`src/csrDefs_macros.svh`:
```
// ----------------------------------------------------------------------
// Widths, CSR addresses and status masks for the RV32 CSR file
// Only machine and supervisor levels exist; user-level CSRs are absent
// ----------------------------------------------------------------------
`ifndef CSR_DEFS_MACROS_SVH
`define CSR_DEFS_MACROS_SVH

// Widths
`define XLEN        32
`define CSR_ADDR_W  12
`define CAUSE_W     4

// Supervisor trap setup and handling
`define CSR_SSTATUS   12'h100
`define CSR_STVEC     12'h105
`define CSR_SSCRATCH  12'h140
`define CSR_SEPC      12'h141
`define CSR_SCAUSE    12'h142
`define CSR_STVAL     12'h143

// Machine trap setup and handling
`define CSR_MSTATUS   12'h300
`define CSR_MISA      12'h301
`define CSR_MEDELEG   12'h302
`define CSR_MTVEC     12'h305
`define CSR_MSCRATCH  12'h340
`define CSR_MEPC      12'h341
`define CSR_MCAUSE    12'h342
`define CSR_MTVAL     12'h343

// RV32I, MXL = 1
`define MISA_VALUE    32'h4000_0100

// sie, spie, spp
`define SSTATUS_MASK  32'h0000_0122
// sie, mie, spie, mpie, spp, mpp, tsr
`define MSTATUS_MASK  32'h0040_19AA

`endif
```
`src/privArchPkg.sv`:
```
// ----------------------------------------------------------------------
// Architectural register layouts shared by the CSR file
// mstatus keeps only sie, mie, spie, mpie, spp, mpp and tsr
// ----------------------------------------------------------------------
`include "csrDefs_macros.svh"

package privArchPkg;

    // Privilege levels, encoding 2 is reserved
    typedef enum logic [1:0] {
        PRIV_USER       = 2'd0,
        PRIV_SUPERVISOR = 2'd1,
        PRIV_MACHINE    = 2'd3
    } privilege_t;

    // mstatus layout, reserved spans read zero
    typedef struct packed {
        logic [8:0]  reserved31;
        logic        tsr;
        logic [8:0]  reserved21;
        privilege_t  mpp;
        logic [1:0]  reserved10;
        logic        spp;
        logic        mpie;
        logic        reserved6;
        logic        spie;
        logic        reserved4;
        logic        mie;
        logic        reserved2;
        logic        sie;
        logic        reserved0;
    } status_t;

    // Trap vector modes
    typedef enum logic [1:0] {
        TVEC_DIRECT   = 2'd0,
        TVEC_VECTORED = 2'd1
    } tvecMode_t;

    // Base is word aligned, handler address is base * 4
    typedef struct packed {
        logic [`XLEN-3:0] base;
        tvecMode_t        mode;
    } tvec_t;

endpackage

```
`src/csrPortPkg.sv`:
```
// ----------------------------------------------------------------------
// Port bundles between the core and the CSR file
// All requests are single-cycle strobes without back-pressure
// ----------------------------------------------------------------------
`include "csrDefs_macros.svh"

package csrPortPkg;

    // CSR read and write strobes
    typedef struct packed {
        logic                    readEnable;
        logic [`CSR_ADDR_W-1:0]  readAddr;
        logic                    writeEnable;
        logic [`CSR_ADDR_W-1:0]  writeAddr;
        logic [`XLEN-1:0]        writeValue;
    } csrAccess_t;

    // Exception raised by the core
    typedef struct packed {
        logic                  valid;
        logic [`CAUSE_W-1:0]   cause;
        logic [`XLEN-1:0]      value;
        logic [`XLEN-1:0]      pc;
    } trapEvent_t;

    // mret or sret, keyed on the level being left
    typedef struct packed {
        logic                    valid;
        privArchPkg::privilege_t from;
    } trapReturn_t;

    // Which record bank takes the trap
    typedef struct packed {
        logic toMachine;
        logic toSupervisor;
    } trapTarget_t;

endpackage

```
`src/csrFile.sv`:
```
// ----------------------------------------------------------------------
// CSR file top level for an RV32 core with M and S modes
// Reads are combinational; writes and traps land on the next edge
// ----------------------------------------------------------------------
`timescale 1ns/100ps
`include "csrDefs_macros.svh"

module csrFile (
    input  logic                    clk,
    input  logic                    rst,
    input  csrPortPkg::csrAccess_t  access,
    input  csrPortPkg::trapEvent_t  trap,
    input  csrPortPkg::trapReturn_t trapRet,
    output logic [`XLEN-1:0]        readValue,
    output logic [`XLEN-1:0]        nextPc,
    output privArchPkg::status_t    mstatus,
    output privArchPkg::privilege_t privilege
);

    privArchPkg::privilege_t nextPrivilege;
    privArchPkg::status_t    nextStatus;
    privArchPkg::tvec_t      mtvec;
    privArchPkg::tvec_t      stvec;
    csrPortPkg::trapTarget_t target;
    logic [`XLEN-1:0]        mscratch;
    logic [`XLEN-1:0]        sscratch;
    logic [`XLEN-1:0]        medeleg;
    logic [`XLEN-1:0]        mepc;
    logic [`XLEN-1:0]        sepc;
    logic [`XLEN-1:0]        mtval;
    logic [`XLEN-1:0]        stval;
    logic [`CAUSE_W-1:0]     mcause;
    logic [`CAUSE_W-1:0]     scause;

    csrConfigRegs configRegs (
        .clk, .rst, .access, .nextPrivilege, .nextStatus, .privilege,
        .status(mstatus), .mtvec, .stvec, .mscratch, .sscratch, .medeleg
    );

    trapControl trapLogic (
        .access, .trap, .trapRet, .privilege, .status(mstatus), .mtvec, .stvec,
        .medeleg, .mepc, .sepc, .target, .nextPrivilege, .nextStatus, .nextPc
    );

    // ------------------------------------------------------------------
    // Trap records, one bank per privilege level
    // ------------------------------------------------------------------
    trapRecordBank #(
        .EpcAddr(`CSR_MEPC), .CauseAddr(`CSR_MCAUSE), .TvalAddr(`CSR_MTVAL)
    ) machineRecords (
        .clk, .rst, .capture(target.toMachine), .trap, .access,
        .epc(mepc), .tval(mtval), .cause(mcause)
    );

    trapRecordBank #(
        .EpcAddr(`CSR_SEPC), .CauseAddr(`CSR_SCAUSE), .TvalAddr(`CSR_STVAL)
    ) supervisorRecords (
        .clk, .rst, .capture(target.toSupervisor), .trap, .access,
        .epc(sepc), .tval(stval), .cause(scause)
    );

    csrReadMux readMux (
        .access, .status(mstatus), .mtvec, .stvec, .mscratch, .sscratch, .medeleg,
        .mepc, .sepc, .mtval, .stval, .mcause, .scause, .readValue
    );

endmodule

```
`src/csrReadMux.sv`:
```
// ----------------------------------------------------------------------
// CSR read decode; unknown addresses and ID registers read zero
// Causes read with the interrupt bit clear
// ----------------------------------------------------------------------
`timescale 1ns/100ps
`include "csrDefs_macros.svh"

module csrReadMux (
    input  csrPortPkg::csrAccess_t access,
    input  privArchPkg::status_t   status,
    input  privArchPkg::tvec_t     mtvec,
    input  privArchPkg::tvec_t     stvec,
    input  logic [`XLEN-1:0]       mscratch,
    input  logic [`XLEN-1:0]       sscratch,
    input  logic [`XLEN-1:0]       medeleg,
    input  logic [`XLEN-1:0]       mepc,
    input  logic [`XLEN-1:0]       sepc,
    input  logic [`XLEN-1:0]       mtval,
    input  logic [`XLEN-1:0]       stval,
    input  logic [`CAUSE_W-1:0]    mcause,
    input  logic [`CAUSE_W-1:0]    scause,
    output logic [`XLEN-1:0]       readValue
);

    localparam int CausePad = `XLEN - `CAUSE_W;

    always_comb begin
        readValue = '0;
        if (access.readEnable) begin
            case (access.readAddr)
                `CSR_MSTATUS:  readValue = status;
                `CSR_SSTATUS:  readValue = status & `SSTATUS_MASK;
                `CSR_MISA:     readValue = `MISA_VALUE;
                `CSR_MEDELEG:  readValue = medeleg;
                `CSR_MTVEC:    readValue = mtvec;
                `CSR_STVEC:    readValue = stvec;
                `CSR_MSCRATCH: readValue = mscratch;
                `CSR_SSCRATCH: readValue = sscratch;
                `CSR_MEPC:     readValue = mepc;
                `CSR_SEPC:     readValue = sepc;
                `CSR_MCAUSE:   readValue = {{CausePad{1'b0}}, mcause};
                `CSR_SCAUSE:   readValue = {{CausePad{1'b0}}, scause};
                `CSR_MTVAL:    readValue = mtval;
                `CSR_STVAL:    readValue = stval;
                default:       readValue = '0;
            endcase
        end
    end

endmodule

```
`src/trapRecordBank.sv`:
```
// ----------------------------------------------------------------------
// epc, cause and tval for one privilege level
// A trap capture wins over a CSR write in the same cycle
// ----------------------------------------------------------------------
`timescale 1ns/100ps
`include "csrDefs_macros.svh"

module trapRecordBank #(
    parameter logic [`CSR_ADDR_W-1:0] EpcAddr   = `CSR_MEPC,
    parameter logic [`CSR_ADDR_W-1:0] CauseAddr = `CSR_MCAUSE,
    parameter logic [`CSR_ADDR_W-1:0] TvalAddr  = `CSR_MTVAL
) (
    input  logic                   clk,
    input  logic                   rst,
    input  logic                   capture,
    input  csrPortPkg::trapEvent_t trap,
    input  csrPortPkg::csrAccess_t access,
    output logic [`XLEN-1:0]       epc,
    output logic [`XLEN-1:0]       tval,
    output logic [`CAUSE_W-1:0]    cause
);

    logic writeEpc;
    logic writeCause;
    logic writeTval;

    assign writeEpc   = access.writeEnable && (access.writeAddr == EpcAddr);
    assign writeCause = access.writeEnable && (access.writeAddr == CauseAddr);
    assign writeTval  = access.writeEnable && (access.writeAddr == TvalAddr);

    always_ff @(posedge clk) begin
        if (rst) begin
            epc   <= '0;
            cause <= '0;
            tval  <= '0;
        end else if (capture) begin
            epc   <= trap.pc;
            cause <= trap.cause;
            tval  <= trap.value;
        end else begin
            if (writeEpc) begin
                epc <= access.writeValue;
            end
            // Upper cause bits are not stored
            if (writeCause) begin
                cause <= access.writeValue[`CAUSE_W-1:0];
            end
            if (writeTval) begin
                tval <= access.writeValue;
            end
        end
    end

endmodule

```
`src/trapControl.sv`:
```
// ----------------------------------------------------------------------
// Combinational trap entry, trap return and status write logic
// Delegation follows medeleg alone; no interrupts are handled
// ----------------------------------------------------------------------
`timescale 1ns/100ps
`include "csrDefs_macros.svh"

module trapControl (
    input  csrPortPkg::csrAccess_t  access,
    input  csrPortPkg::trapEvent_t  trap,
    input  csrPortPkg::trapReturn_t trapRet,
    input  privArchPkg::privilege_t privilege,
    input  privArchPkg::status_t    status,
    input  privArchPkg::tvec_t      mtvec,
    input  privArchPkg::tvec_t      stvec,
    input  logic [`XLEN-1:0]        medeleg,
    input  logic [`XLEN-1:0]        mepc,
    input  logic [`XLEN-1:0]        sepc,
    output csrPortPkg::trapTarget_t target,
    output privArchPkg::privilege_t nextPrivilege,
    output privArchPkg::status_t    nextStatus,
    output logic [`XLEN-1:0]        nextPc
);

    // Handler address, base * 4 plus cause * 4 when vectored
    function automatic logic [`XLEN-1:0] handlerAddr(privArchPkg::tvec_t vec,
                                                     logic [`CAUSE_W-1:0] cause);
        logic [`XLEN-3:0] slot;
        slot = vec.base;
        if (vec.mode == privArchPkg::TVEC_VECTORED) begin
            slot = vec.base + {{(`XLEN-2-`CAUSE_W){1'b0}}, cause};
        end
        return {slot, 2'b00};
    endfunction

    logic writeMstatus;
    logic writeSstatus;
    privArchPkg::status_t mergedStatus;

    assign writeMstatus = access.writeEnable && (access.writeAddr == `CSR_MSTATUS);
    assign writeSstatus = access.writeEnable && (access.writeAddr == `CSR_SSTATUS);

    always_comb begin
        target.toSupervisor = trap.valid && medeleg[trap.cause];
        target.toMachine    = trap.valid && !medeleg[trap.cause];
    end

    // Masked status write, reserved mpp encoding keeps the old level
    always_comb begin
        if (writeMstatus) begin
            mergedStatus = privArchPkg::status_t'((status & ~`MSTATUS_MASK)
                                                  | (access.writeValue & `MSTATUS_MASK));
            if (mergedStatus.mpp == 2'b10) begin
                mergedStatus.mpp = status.mpp;
            end
        end else begin
            mergedStatus = privArchPkg::status_t'((status & ~`SSTATUS_MASK)
                                                  | (access.writeValue & `SSTATUS_MASK));
        end
    end

    // Priority is trap, then return, then status write
    always_comb begin
        nextPrivilege = privilege;
        nextStatus    = status;
        nextPc        = '0;
        if (trap.valid) begin
            if (target.toSupervisor) begin
                nextPrivilege  = privArchPkg::PRIV_SUPERVISOR;
                nextStatus.spp = privilege[0];
                nextPc         = handlerAddr(stvec, trap.cause);
            end else begin
                nextPrivilege  = privArchPkg::PRIV_MACHINE;
                nextStatus.mpp = privilege;
                nextPc         = handlerAddr(mtvec, trap.cause);
            end
        end else if (trapRet.valid) begin
            if (trapRet.from == privArchPkg::PRIV_MACHINE) begin
                nextPrivilege  = status.mpp;
                nextStatus.mie = status.mpie;
                nextStatus.mpp = privArchPkg::PRIV_USER;
                nextPc         = mepc;
            end else if (trapRet.from == privArchPkg::PRIV_SUPERVISOR) begin
                nextPrivilege  = privArchPkg::privilege_t'({1'b0, status.spp});
                nextStatus.sie = status.spie;
                nextStatus.spp = 1'b0;
                nextPc         = sepc;
            end
        end else if (writeMstatus || writeSstatus) begin
            nextStatus = mergedStatus;
        end
    end

endmodule

```
`src/csrConfigRegs.sv`:
```
// ----------------------------------------------------------------------
// Privilege, status, trap vectors, scratch registers and medeleg
// Status and privilege follow trapControl every cycle
// ----------------------------------------------------------------------
`timescale 1ns/100ps
`include "csrDefs_macros.svh"

module csrConfigRegs (
    input  logic                    clk,
    input  logic                    rst,
    input  csrPortPkg::csrAccess_t  access,
    input  privArchPkg::privilege_t nextPrivilege,
    input  privArchPkg::status_t    nextStatus,
    output privArchPkg::privilege_t privilege,
    output privArchPkg::status_t    status,
    output privArchPkg::tvec_t      mtvec,
    output privArchPkg::tvec_t      stvec,
    output logic [`XLEN-1:0]        mscratch,
    output logic [`XLEN-1:0]        sscratch,
    output logic [`XLEN-1:0]        medeleg
);

    logic writeMtvec;
    logic writeStvec;
    logic writeMscratch;
    logic writeSscratch;
    logic writeMedeleg;

    // Write address decode
    always_comb begin
        writeMtvec    = access.writeEnable && (access.writeAddr == `CSR_MTVEC);
        writeStvec    = access.writeEnable && (access.writeAddr == `CSR_STVEC);
        writeMscratch = access.writeEnable && (access.writeAddr == `CSR_MSCRATCH);
        writeSscratch = access.writeEnable && (access.writeAddr == `CSR_SSCRATCH);
        writeMedeleg  = access.writeEnable && (access.writeAddr == `CSR_MEDELEG);
    end

    // ------------------------------------------------------------------
    // Trap state, updated every cycle
    // ------------------------------------------------------------------
    always_ff @(posedge clk) begin
        if (rst) begin
            privilege <= privArchPkg::PRIV_MACHINE;
            status    <= '0;
        end else begin
            privilege <= nextPrivilege;
            status    <= nextStatus;
        end
    end

    // ------------------------------------------------------------------
    // Registers written only by CSR instructions
    // ------------------------------------------------------------------
    always_ff @(posedge clk) begin
        if (rst) begin
            mtvec    <= '0;
            stvec    <= '0;
            mscratch <= '0;
            sscratch <= '0;
            medeleg  <= '0;
        end else begin
            if (writeMtvec) begin
                mtvec <= privArchPkg::tvec_t'(access.writeValue);
            end
            if (writeStvec) begin
                stvec <= privArchPkg::tvec_t'(access.writeValue);
            end
            if (writeMscratch) begin
                mscratch <= access.writeValue;
            end
            if (writeSscratch) begin
                sscratch <= access.writeValue;
            end
            // One bit per exception cause
            if (writeMedeleg) begin
                medeleg <= access.writeValue;
            end
        end
    end

endmodule

```
`config.mk`:
```
export PLATFORM = sky130hd
export DESIGN_NAME = csrFile
export DESIGN_NICKNAME = d
export VERILOG_FILES = /design/src/privArchPkg.sv /design/src/csrPortPkg.sv /design/src/csrFile.sv /design/src/csrReadMux.sv /design/src/trapRecordBank.sv /design/src/trapControl.sv /design/src/csrConfigRegs.sv
export VERILOG_INCLUDE_DIRS = /design/src
export SDC_FILE = /design/constraint.sdc
export NUM_CORES = 1
export LEC_CHECK = 0
export ABC_CLOCK_PERIOD_IN_PS = 4450
export BUFFER_PORTS_ARGS = -buffer_cell sky130_fd_sc_hd__buf_2
export CORE_ASPECT_RATIO = 0.6
export CORE_MARGIN = 4
export CORE_UTILIZATION = 40
export CTS_CLUSTER_SIZE = 40
export DETAILED_ROUTE_END_ITERATION = 10
export PLACE_DENSITY = 0.58
export SYNTH_ARGS = -nofsm -noshare
export SYNTH_HDL_FRONTEND = slang
export SYNTH_SLANG_ARGS = --single-unit
```
`constraint.sdc`:
```
create_clock -name clk -period 4.45 [get_ports clk]
set_input_delay 0.6675 -clock clk [delete_from_list [all_inputs] [get_ports clk]]
set_output_delay 0.6675 -clock clk [all_outputs]
set_load 0.02 [all_outputs]
```
# Word-level counts from Yosys, hierarchy flattened
# Cells that the tools add are included.
[word_totals]
reg_bits = 330
latch_bits = 0
mem_bits_rw = 0
rom_bits = 0
in_bits = 132
out_inout_bits = 98
wordCells = 154
mem_count = 0
[op_classes]
add_sub_neg = 2
mul = 0
div = 0
order_cmp = 1
n_eq_ne = 41
shift = 0
n_mux = 45
n_bitwise = 4
reduce_logical = 33
[ops]
columns = ["cell", "n"]
rows = [
  ["32-bit 2-to-1 mux", 15],
  ["32-bit case mux with 14 select lines", 1],
  ["12-bit by 10-bit equality test with 1-bit output (second input constant)", 15],
  ["12-bit by 9-bit equality test with 1-bit output (second input constant)", 12],
  ["30-bit by 4-bit adder with 30-bit output", 2],
  ["30-bit 2-to-1 mux", 2],
  ["32-bit by 23-bit OR with 32-bit output", 1],
  ["32-bit by 9-bit OR with 32-bit output", 1],
  ["2-bit 2-to-1 mux", 10],
  ["4-bit 2-to-1 mux", 4],
  ["2-bit nonzero test", 8],
  ["1-bit logical AND", 15],
  ["13-bit 2-to-1 mux", 1],
  ["4-bit AND reduction", 3],
  ["1-bit 2-to-1 mux", 11],
  ["2-bit by 1-bit equality test with 1-bit output (second input constant)", 3],
  ["4-bit by 6-bit < comparator with 1-bit output (second input constant)", 1],
  ["2-bit by 1-bit != test with 1-bit output (second input constant)", 3],
  ["3-bit by 2-bit != test with 1-bit output (second input constant)", 2],
  ["3-bit AND reduction", 2],
  ["3-bit nonzero test", 2],
  ["1-bit binary-select mux with 4-bit select", 1],
  ["2-bit equality test (second input constant)", 2],
  ["2-bit != test (second input constant)", 2],
  ["6 further kinds", 7],
]

# Logic depth before layout (Yosys ltp)
# Gate-level depths: netlist (run 1).
[depth]
ltp_word = 7
mapped_depth = 9

# Modules after synthesis
# A second synthesis (run 1) with hierarchy kept.
[unflattened]
hier_cells = 2113
hier_area_um2 = 19700.1
[modules_own_cells]
columns = ["mod", "n_inst", "cells_each", "area_each_um2", "seq_area_each_um2"]
rows = [
  ["csrConfigRegs", 1, 633, 7338.3, 3883.7],
  ["trapRecordBank (machineRecords)", 1, 318, 3343.2, 1361.3],
  ["trapRecordBank (supervisorRecords)", 1, 318, 3042.9, 1361.3],
  ["trapControl", 1, 418, 3004.1, 0.0],
  ["csrReadMux", 1, 426, 2971.6, 0.0],
]

# Worst setup path after synthesis (run 1)
# No wires, ideal clock.
[synth_timing]
kind = "input port to output port"
startpoint = "input trap[65] (netlist bit)"
endpoint = "output nextPc[19]"
arrival_ps = 2640
setup_slack_ps = 1142
cell_stages = 8
n_path_buf = 3
cell_sequence = "mux4_2 mux2i_2 mux2i_4 nand2b_1 buf_4 buf_6 buf_6 o21ai_0"
[synth_via]
elab_chain_len = 5
elab_cells_between_ends = 9
classes_between = "add/sub (2); mux (6); reduce/logical (1)"
[synth_lines]
columns = ["item", "line", "source"]
rows = [
  ["from (decl)", "csrFile.sv:12", "input csrPortPkg::trapEvent_t trap,"],
  ["branches (longest 3 deep; another with 30-bit by 4-bit adder with 30-bit output)", "--", ""],
  ["32-bit 2-to-1 mux (*)", "trapControl.sv:68", "if (target.toSupervisor) begin"],
  ["32-bit 2-to-1 mux (*)", "trapControl.sv:67", "if (trap.valid) begin"],
  ["to (decl)", "csrFile.sv:15", "output logic [`XLEN-1:0] nextPc,"],
]
# Mark *: on every way between the ends. The select of a mux whose other input is x is not followed.

# Worst setup path in the final report (run 1)
[layout_timing]
startpoint = "register, netlist name configRegs.mtvec[2]"
endpoint = "output nextPc[10]"
[layout_via]
elab_chain_len = 4
[layout_lines]
columns = ["item", "line", "source"]
rows = [
  ["30-bit by 4-bit adder with 30-bit output", "trapControl.sv:31", "slot = vec.base + {{(`XLEN-2-`CAUSE_W){1'b0}}, cause};"],
  ["30-bit 2-to-1 mux", "trapControl.sv:30", "if (vec.mode == privArchPkg::TVEC_VECTORED) begin"],
  ["32-bit 2-to-1 mux", "trapControl.sv:68", ""],
  ["32-bit 2-to-1 mux", "trapControl.sv:67", ""],
]
# No other way between the ends.

==> results of run 1 <==
==> where the power goes <==
| part | internal [mW] | switching [mW] |
|---|---|---|
| clock network | 1.78 | 1.24 |
| logic | 0.167 | 0.400 |
| registers | 2.78 | 0.0479 |
==> routing by layer <==
layer | track usage | vias to the layer above
li1 | - | 7713
met1 | 0.487 | 8423
met2 | 0.427 | 1006
met3 | 0.111 | 119
met4 | 0.0676 | 2
met5 | 0 | -
==> worst paths after layout <==
| kind | start | endpoint | slack, ns | depth (start not counted) |
|---|---|---|---|---|
| max | configRegs.mtvec[2]$_SDFFE_PP0P_ | nextPc[10] | 0.08 | 9 |
| min | trap[3] | supervisorRecords.epc[3]$_SDFFE_PP0P_ | 0.43 | 3 |
| max reg2reg | configRegs.medeleg[13]$_SDFFE_PP0P_ | supervisorRecords.tval[18]$_SDFFE_PP0P_ | 1.16 | 7 |
| min reg2reg | configRegs.sscratch[30]$_SDFFE_PP0P_ | configRegs.sscratch[30]$_SDFFE_PP0P_ | 0.45 | 2 |
==> cell families (layout without fill, tap and decap cells) <==
| logic type | after synthesis | count (layout) | share of synthesized area |
|---|---|---|---|
| other | 1 | 26 | 0.000212 |
| DFF | 306 | 306 | 0.347 |
| xor gates and xnor gates | 50 | 50 | 0.0248 |
| adders and majority gates | 10 | 10 | 0.00793 |
| buffers and inverters | 236 | 339 | 0.0644 |
| muxes | 295 | 295 | 0.173 |
| AOI/OAI and AO/OA | 493 | 493 | 0.210 |
| and+or+nand+nor | 699 | 699 | 0.174 |
==> cell usage after synthesis (5+ instances only) <==
cell and instances:
a221oi_1 16, mux2_2 16, nand2b_1 8, a32oi_1 8, o221ai_1 12, inv_1 7
a311oi_1 6, ha_1 8, a22o_1 5, a31oi_1 28, a211oi_1 70, mux2i_1 272
xor2_1 24, nor4_1 11, a211oi_2 66, o21ai_0 24, and3_1 12, buf_6 8
nand3_1 42, and4_1 6, dfxtp_1 306, nor3_1 19, buf_2 30, xnor2_1 26
a32o_1 5, nor2b_1 5, clkbuf_1 141, nand2_1 259, mux4_2 5, a222oi_1 11
a22oi_1 58, or3_1 9, buf_4 40, o22ai_1 24, a21oi_1 131, nand4_1 20
nor2_1 271, buf_1 7
==> flip-flops by register name, summed over array words and instances (netlist names) <==
| register | cells |
|---|---|
| configRegs.stvec | 32 |
| machineRecords.tval | 32 |
| supervisorRecords.epc | 32 |
| configRegs.mscratch | 32 |
| configRegs.status | 8 |
| configRegs.mtvec | 32 |
| machineRecords.cause | 4 |
| supervisorRecords.cause | 4 |
| machineRecords.epc | 32 |
| configRegs.medeleg | 32 |
| supervisorRecords.tval | 32 |
| configRegs.privilege | 2 |
| configRegs.sscratch | 32 |
==> cell type report <==
class / instances / area, sq um
diodes: 2 / 5.00
well taps: 579 / 724
inverters: 8 / 30.0
multi-input cells: 1571 / 10600
flip-flops and latches: 306 / 6130
repair buffers: 271 / 1610
fillers: 4211 / 23300
clock buffers: 49 / 1020
clock inverters: 11 / 149
==> critical path, cell delays in order (launching register included) <==
cell	delay, ns
dfxtp_1	0.50
ha_1	0.26
fa_1	0.23
a211oi_1	0.11
nor4_2	1.03
nand2_1	0.15
xor2_1	0.18
mux2_2	0.26
o22ai_1	0.21
buf_2	0.22
==> metrics by stage <==
step                 util  cells  hold WS [ns]  worst slack, ns
detailed placement  0.438   2735         0.444            0.326
finish              0.465   2797         0.432           0.0769
CTS                 0.465   2795         0.413            0.169
floorplan               -   2113         0.429             1.14
global placement    0.438   2735         0.435            0.255
global route        0.465   2795         0.432           0.0142
==> out/qor.txt, run 1 <==
status: finished, final reports clean
# IOs: 230
vias per inst: 6.17
most frequently used flop master after synthesis: dfxtp_1
Die W: 279 um
post-synthesis register bit count: 306
vias in the first global route: 16125
TritonCTS buffer count: 34
RSZ-0062 raised after global routing: false
final setup violation count: 0
Worst Setup End Kind: output port
max_slew headroom: 0.195
PwrDens: 317 nW/um^2
sequential area share after synthesis: 0.347
vias post-DR: 17263
GRT Total Usage: 0.320
CTS clk-pin slew, worst paths: 0.07 ns
post-route setup TNS: 0 ns
crit path kind: reg2out
Yosys cell types: 77
Syn Inst Count: 2090
highest metal used: met5
Final Max Slew Viols: 0
final instance area: 20200 sq um
hold_buf cts: 0
Critical Path RT: 3.78 ns
met3 WL: 11.6 mm
clock tree buffer depth: 3
VDD IR max: 187 uV
pin count of the biggest net entering global routing: 136
drt total wl: 78.8 mm
H-tree depth: 2
Async SR Flop Fraction: 0
most common cell after layout, fill and taps aside: dfxtp_1
layout cells sized above 1: 0.199
placed cell areas: 19000 sq um
total power draw: 6.42 mW
Final GP Congestion: 0.984
first-pass GRT wire length: 113 mm
syn_area_per_cell: 8.45 sq um
setup bufs post-CTS: 0
Max Clock Skew: 0.0142 ns
final hold vios: 0
largest area contributor in the netlist: dfxtp_1
Placeable Area: 43500 sq um
most frequent cells in the layout: dfxtp_1, mux2i_1, nor2_1
M1 wire length: 35.5 mm
post-synth top area share: 0.347
leakage: 7.06 nW
synth top area cells: dfxtp_1, mux2i_1, nor2_1
cells resized by post-CTS repair: 0
Iter 0 DRT Violations: 2403
YS warnings: 0
Crit path arrival time: 3.71 ns
type of the worst min-delay path: in2reg
row count: 59
Clock Latency Late Sink: 0.53 ns
Worst Tran Pin Value: 1.20 ns
Final nets: 2334
Final Critical Period: 4.37 ns
DRT antenna net count: 0
global route overflow: 0
cell area after synthesis: 17700 sq um
met2 routed wirelength: 30.2 mm
FMAX: 229 MHz
DRC viols: 0
Post-synth EDFFs: 0
max-capacitance violation count: 0
Final HPWL DP: 57.5 mm
Clock Tree Root: clkbuf_16
CTS tree: built
starting density of the core: 0.406
Period Utilization, post-route: 0.983
initial antenna violation count: 3
DIE HEIGHT: 171 um
first drt pass iteration count: 6
Clock Sinks: 306
P&R area growth vs syn: 14.4%
critical path fanouts, max: 10
startpoint types: flip-flop
routed length per placed instance: 28.2 um
Die Footprint: 47700 sq um
number of port buffers: 205
(Power assumes the default switching activity.)
==> inputs of run 2 (changes only) <==
--- a/config.mk
+++ b/config.mk
@@ -10,10 +10,11 @@
 export BUFFER_PORTS_ARGS = -buffer_cell sky130_fd_sc_hd__buf_2
 export CORE_ASPECT_RATIO = 0.6
 export CORE_MARGIN = 4
-export CORE_UTILIZATION = 40
+export CORE_UTILIZATION = 54
 export CTS_CLUSTER_SIZE = 40
 export DETAILED_ROUTE_END_ITERATION = 10
-export PLACE_DENSITY = 0.58
+export PLACE_DENSITY = 0.74
+export REMOVE_ABC_BUFFERS = 1
 export SYNTH_ARGS = -nofsm -noshare
 export SYNTH_HDL_FRONTEND = slang
 export SYNTH_SLANG_ARGS = --single-unit
==> run 2 against run 1 <==
Against the previous run: core utilization up 17 points; register-to-register slack worse by 0.08 ns; clock-buffer cell count down 13; highest routed layer unchanged; cell count down 5.8%; power down 3.7%; via count up 3.2%; first-iteration DRC count up 22%.
==> out/qor.txt, run 2 (synthesis gave the netlist of run 1 again) <==
layout cells sized above 1: 0.202 (+0.00298)
PwrDens: 309 nW/um^2 (-2.7%)
register share of total power: 0.457 (+0.016)
first drt pass iteration count: 8 (+2)
vias in the first global route: 16534 (+2.5%)
# IOs: 230 (unchanged)
GRT Total Usage: 0.378 (+0.0581)
TritonCTS buffer count: 29 (-15%)
crit-path max cell delay: 0.46 ns (-0.57 ns)
final setup violation count: 0 (unchanged)
P&R area growth vs syn: 13.3%
R2R Setup Slk: 1.08 ns (-0.08 ns)
pin count of the biggest net entering global routing: 144 (+5.9%)
final instance area: 20000 sq um (-1.0%)
Crit path arrival time: 3.35 ns (-0.36 ns)
M1 wire length: 29.7 mm (-16%)
Placeable Area: 31700 sq um (-27%)
critical path fanouts, max: 11 (+1)
CP Buf/Inv Count: 2 (+1)
max_slew headroom: 0.290 (+0.0948)
Register-to-Register Path Depth: 9 (+2)
Final Critical Period: 4.01 ns (-0.359 ns)
Worst Tran Pin Value: 1.07 ns (-0.132 ns)
P_int: 4.62 mW (-2.4%)
FMAX: 249 MHz (+9.0%)
first-pass GRT wire length: 105 mm (-7.5%)
DIE HEIGHT: 148 um (-13%)
slowest stage cell, crit path: mux2i_1
Clock Latency Late Sink: 0.58 ns (+0.05 ns)
Min-Delay Path Depth: 3 (unchanged)
Critical Path RT: 3.78 ns (about the same)
Clock Sinks: 306 (unchanged)
starting density of the core: 0.557 (+0.151)
Die W: 242 um (-14%)
cells resized by post-CTS repair: 0 (unchanged)
dpl ws: 0.673 ns (+0.348 ns)
CTS clk-pin slew, worst paths: 0.07 ns (about the same)
Largest delay share family, worst path: adder cells
Crit path depth: 10 (+1)
DRC viols: 0 (unchanged)
clock tree buffer depth: 3 (unchanged)
Endpoint, Worst Hold: supervisorRecords.tval[17]$_SDFFE_PP0P_
final hold vios: 0 (unchanged)
crit path kind: reg2out
post-route setup TNS: 0 ns (unchanged)
Clk network pwr share: 0.458 (-0.012)
post-route setup slack: 0.436 ns (+0.359 ns)
Final GP Congestion: 1.06 (+7.3%)
Final Max Slew Viols: 0 (unchanged)
CTS tree: built
routed length per placed instance: 27.1 um (-3.7%)
setup bufs post-CTS: 0 (unchanged)
met2 routed wirelength: 28.5 mm (-5.8%)
Filler cells: 2747 (-35%)
highest metal used: met5
DRT antenna net count: 0 (unchanged)
Reg-to-Reg Start: configRegs.medeleg[14]$_SDFFE_PP0P_
Hold Crit Start: trap[49]
row count: 50 (-15%)
vias per inst: 6.76 (+9.5%)
Worst Setup End Kind: output port
number of port buffers: 205 (unchanged)
NetSw: 1.57 mW (-7.1%)
type of the worst min-delay path: in2reg
placed cell areas: 19000 sq um (-0.47%)
drt total wl: 71.5 mm (-9.3%)
Switching Fraction: 0.253 (-0.00942)
Iter 0 DRT Violations: 2922 (+22%)
Period Utilization, post-route: 0.902 (-0.0807)
Final nets: 2341 (+0.30%)
max-capacitance violation count: 0 (unchanged)
vias post-DR: 17817 (+3.2%)
Die Footprint: 35800 sq um (-25%)
total power draw: 6.18 mW (-3.7%)
Max Clock Skew: 0.0272 ns (+0.0130 ns)
global route overflow: 0 (unchanged)
most frequent cells in the layout: dfxtp_1, mux2i_1, nor2_1
hold_buf cts: 0 (unchanged)
most common cell after layout, fill and taps aside: dfxtp_1
VDD IR max: 334 uV (+79%)
H-tree depth: 1 (-1)
status: finished, final reports clean
leakage: 7.08 nW (+0.30%)
RSZ-0062 raised after global routing: false
initial antenna violation count: 3 (unchanged)
startpoint types: flip-flop
Reg2Reg Capture Point: configRegs.status[8]$_SDFFE_PP0P_
CP Cell Sequence: ha_1 > fa_1 > nand3_1 > a211oi_1 > buf_4 > and4_1 > xor2_1 > mux2i_1 > o22ai_1 > buf_2
met3 WL: 11.0 mm (-5.4%)
Clock Tree Root: clkbuf_16
Final HPWL DP: 50.0 mm (-13%)
Comb pwr share: 0.086 (-0.002)
==> run 2: cell types whose count changed in the layout (fill, tap and decap cells not counted) <==
cell / delta
clkinvlp_4: -2
o2111ai_4: +1
or3_1: -1
clkbuf_16: -8
buf_4: +11
inv_6: -1
clkinv_4: +1
buf_12: +1
clkbuf_1: -4
o2111ai_2: -1
or3_2: +1
clkinv_2: +1
clkbuf_8: -1
bufinv_16: +4
==> run 2: worst max path at each step <==
stage                                to                             start  slack [ns]
after floorplan              nextPc[19]                          trap[65]       -2.45
after global placement    readValue[11]                        access[45]        0.71
after detailed placement      nextPc[4]                          trap[65]        0.67
after CTS                    nextPc[12]  configRegs.stvec[2]$_SDFFE_PP0P_        0.58
after global routing         nextPc[12]  configRegs.stvec[2]$_SDFFE_PP0P_        0.36
final                        nextPc[12]  configRegs.stvec[2]$_SDFFE_PP0P_        0.44
==> run 2: area by class of cell <==
class	instances	area, sq um	share of cell area
multi-input combinational	1571	10600	0.528
sequential	306	6130	0.306
timing repair buffer	283	1710	0.0854
clock buffer	36	792	0.0396
tap	416	520	0.0260
clock inverter	14	259	0.0129
inverter	8	30.0	0.00150
antenna	2	5.00	0.000250
==> run 2: worst register-to-register path, cell delays in order, from the launching register on <==
cell and delay (ns):
dfxtp_1 0.53, mux4_2 0.32, mux2i_2 0.11, mux2i_4 0.20
buf_4 0.38, nand2b_4 0.26, buf_4 0.52, buf_4 0.59
a21oi_1 0.13, a311oi_1 0.24
==> run 2: per-layer routing <==
| layer | track usage | vias up |
|---|---|---|
| li1 | - | 7723 |
| met5 | 0 | - |
| met3 | 0.121 | 192 |
| met4 | 0.109 | 4 |
| met1 | 0.549 | 8543 |
| met2 | 0.536 | 1355 |
==> run 2: metrics by stage <==
stage,util,hold slack [ns],instances
floorplan,-,0.423,1885
detailed placement,0.598,0.442,2584
global route,0.631,0.391,2634
finish,0.631,0.391,2636
CTS,0.631,0.385,2634
global placement,0.598,0.435,2584
==> run 2: power by group through the flow <==
stage	clock (mW)	sequential [mW]	combinational, mW
floorplan	0	2.87	0.215
global placement	0	2.88	0.499
detailed placement	0	2.88	0.509
CTS	2.81	2.82	0.511
global route	2.92	2.82	0.553
finish	2.83	2.82	0.529
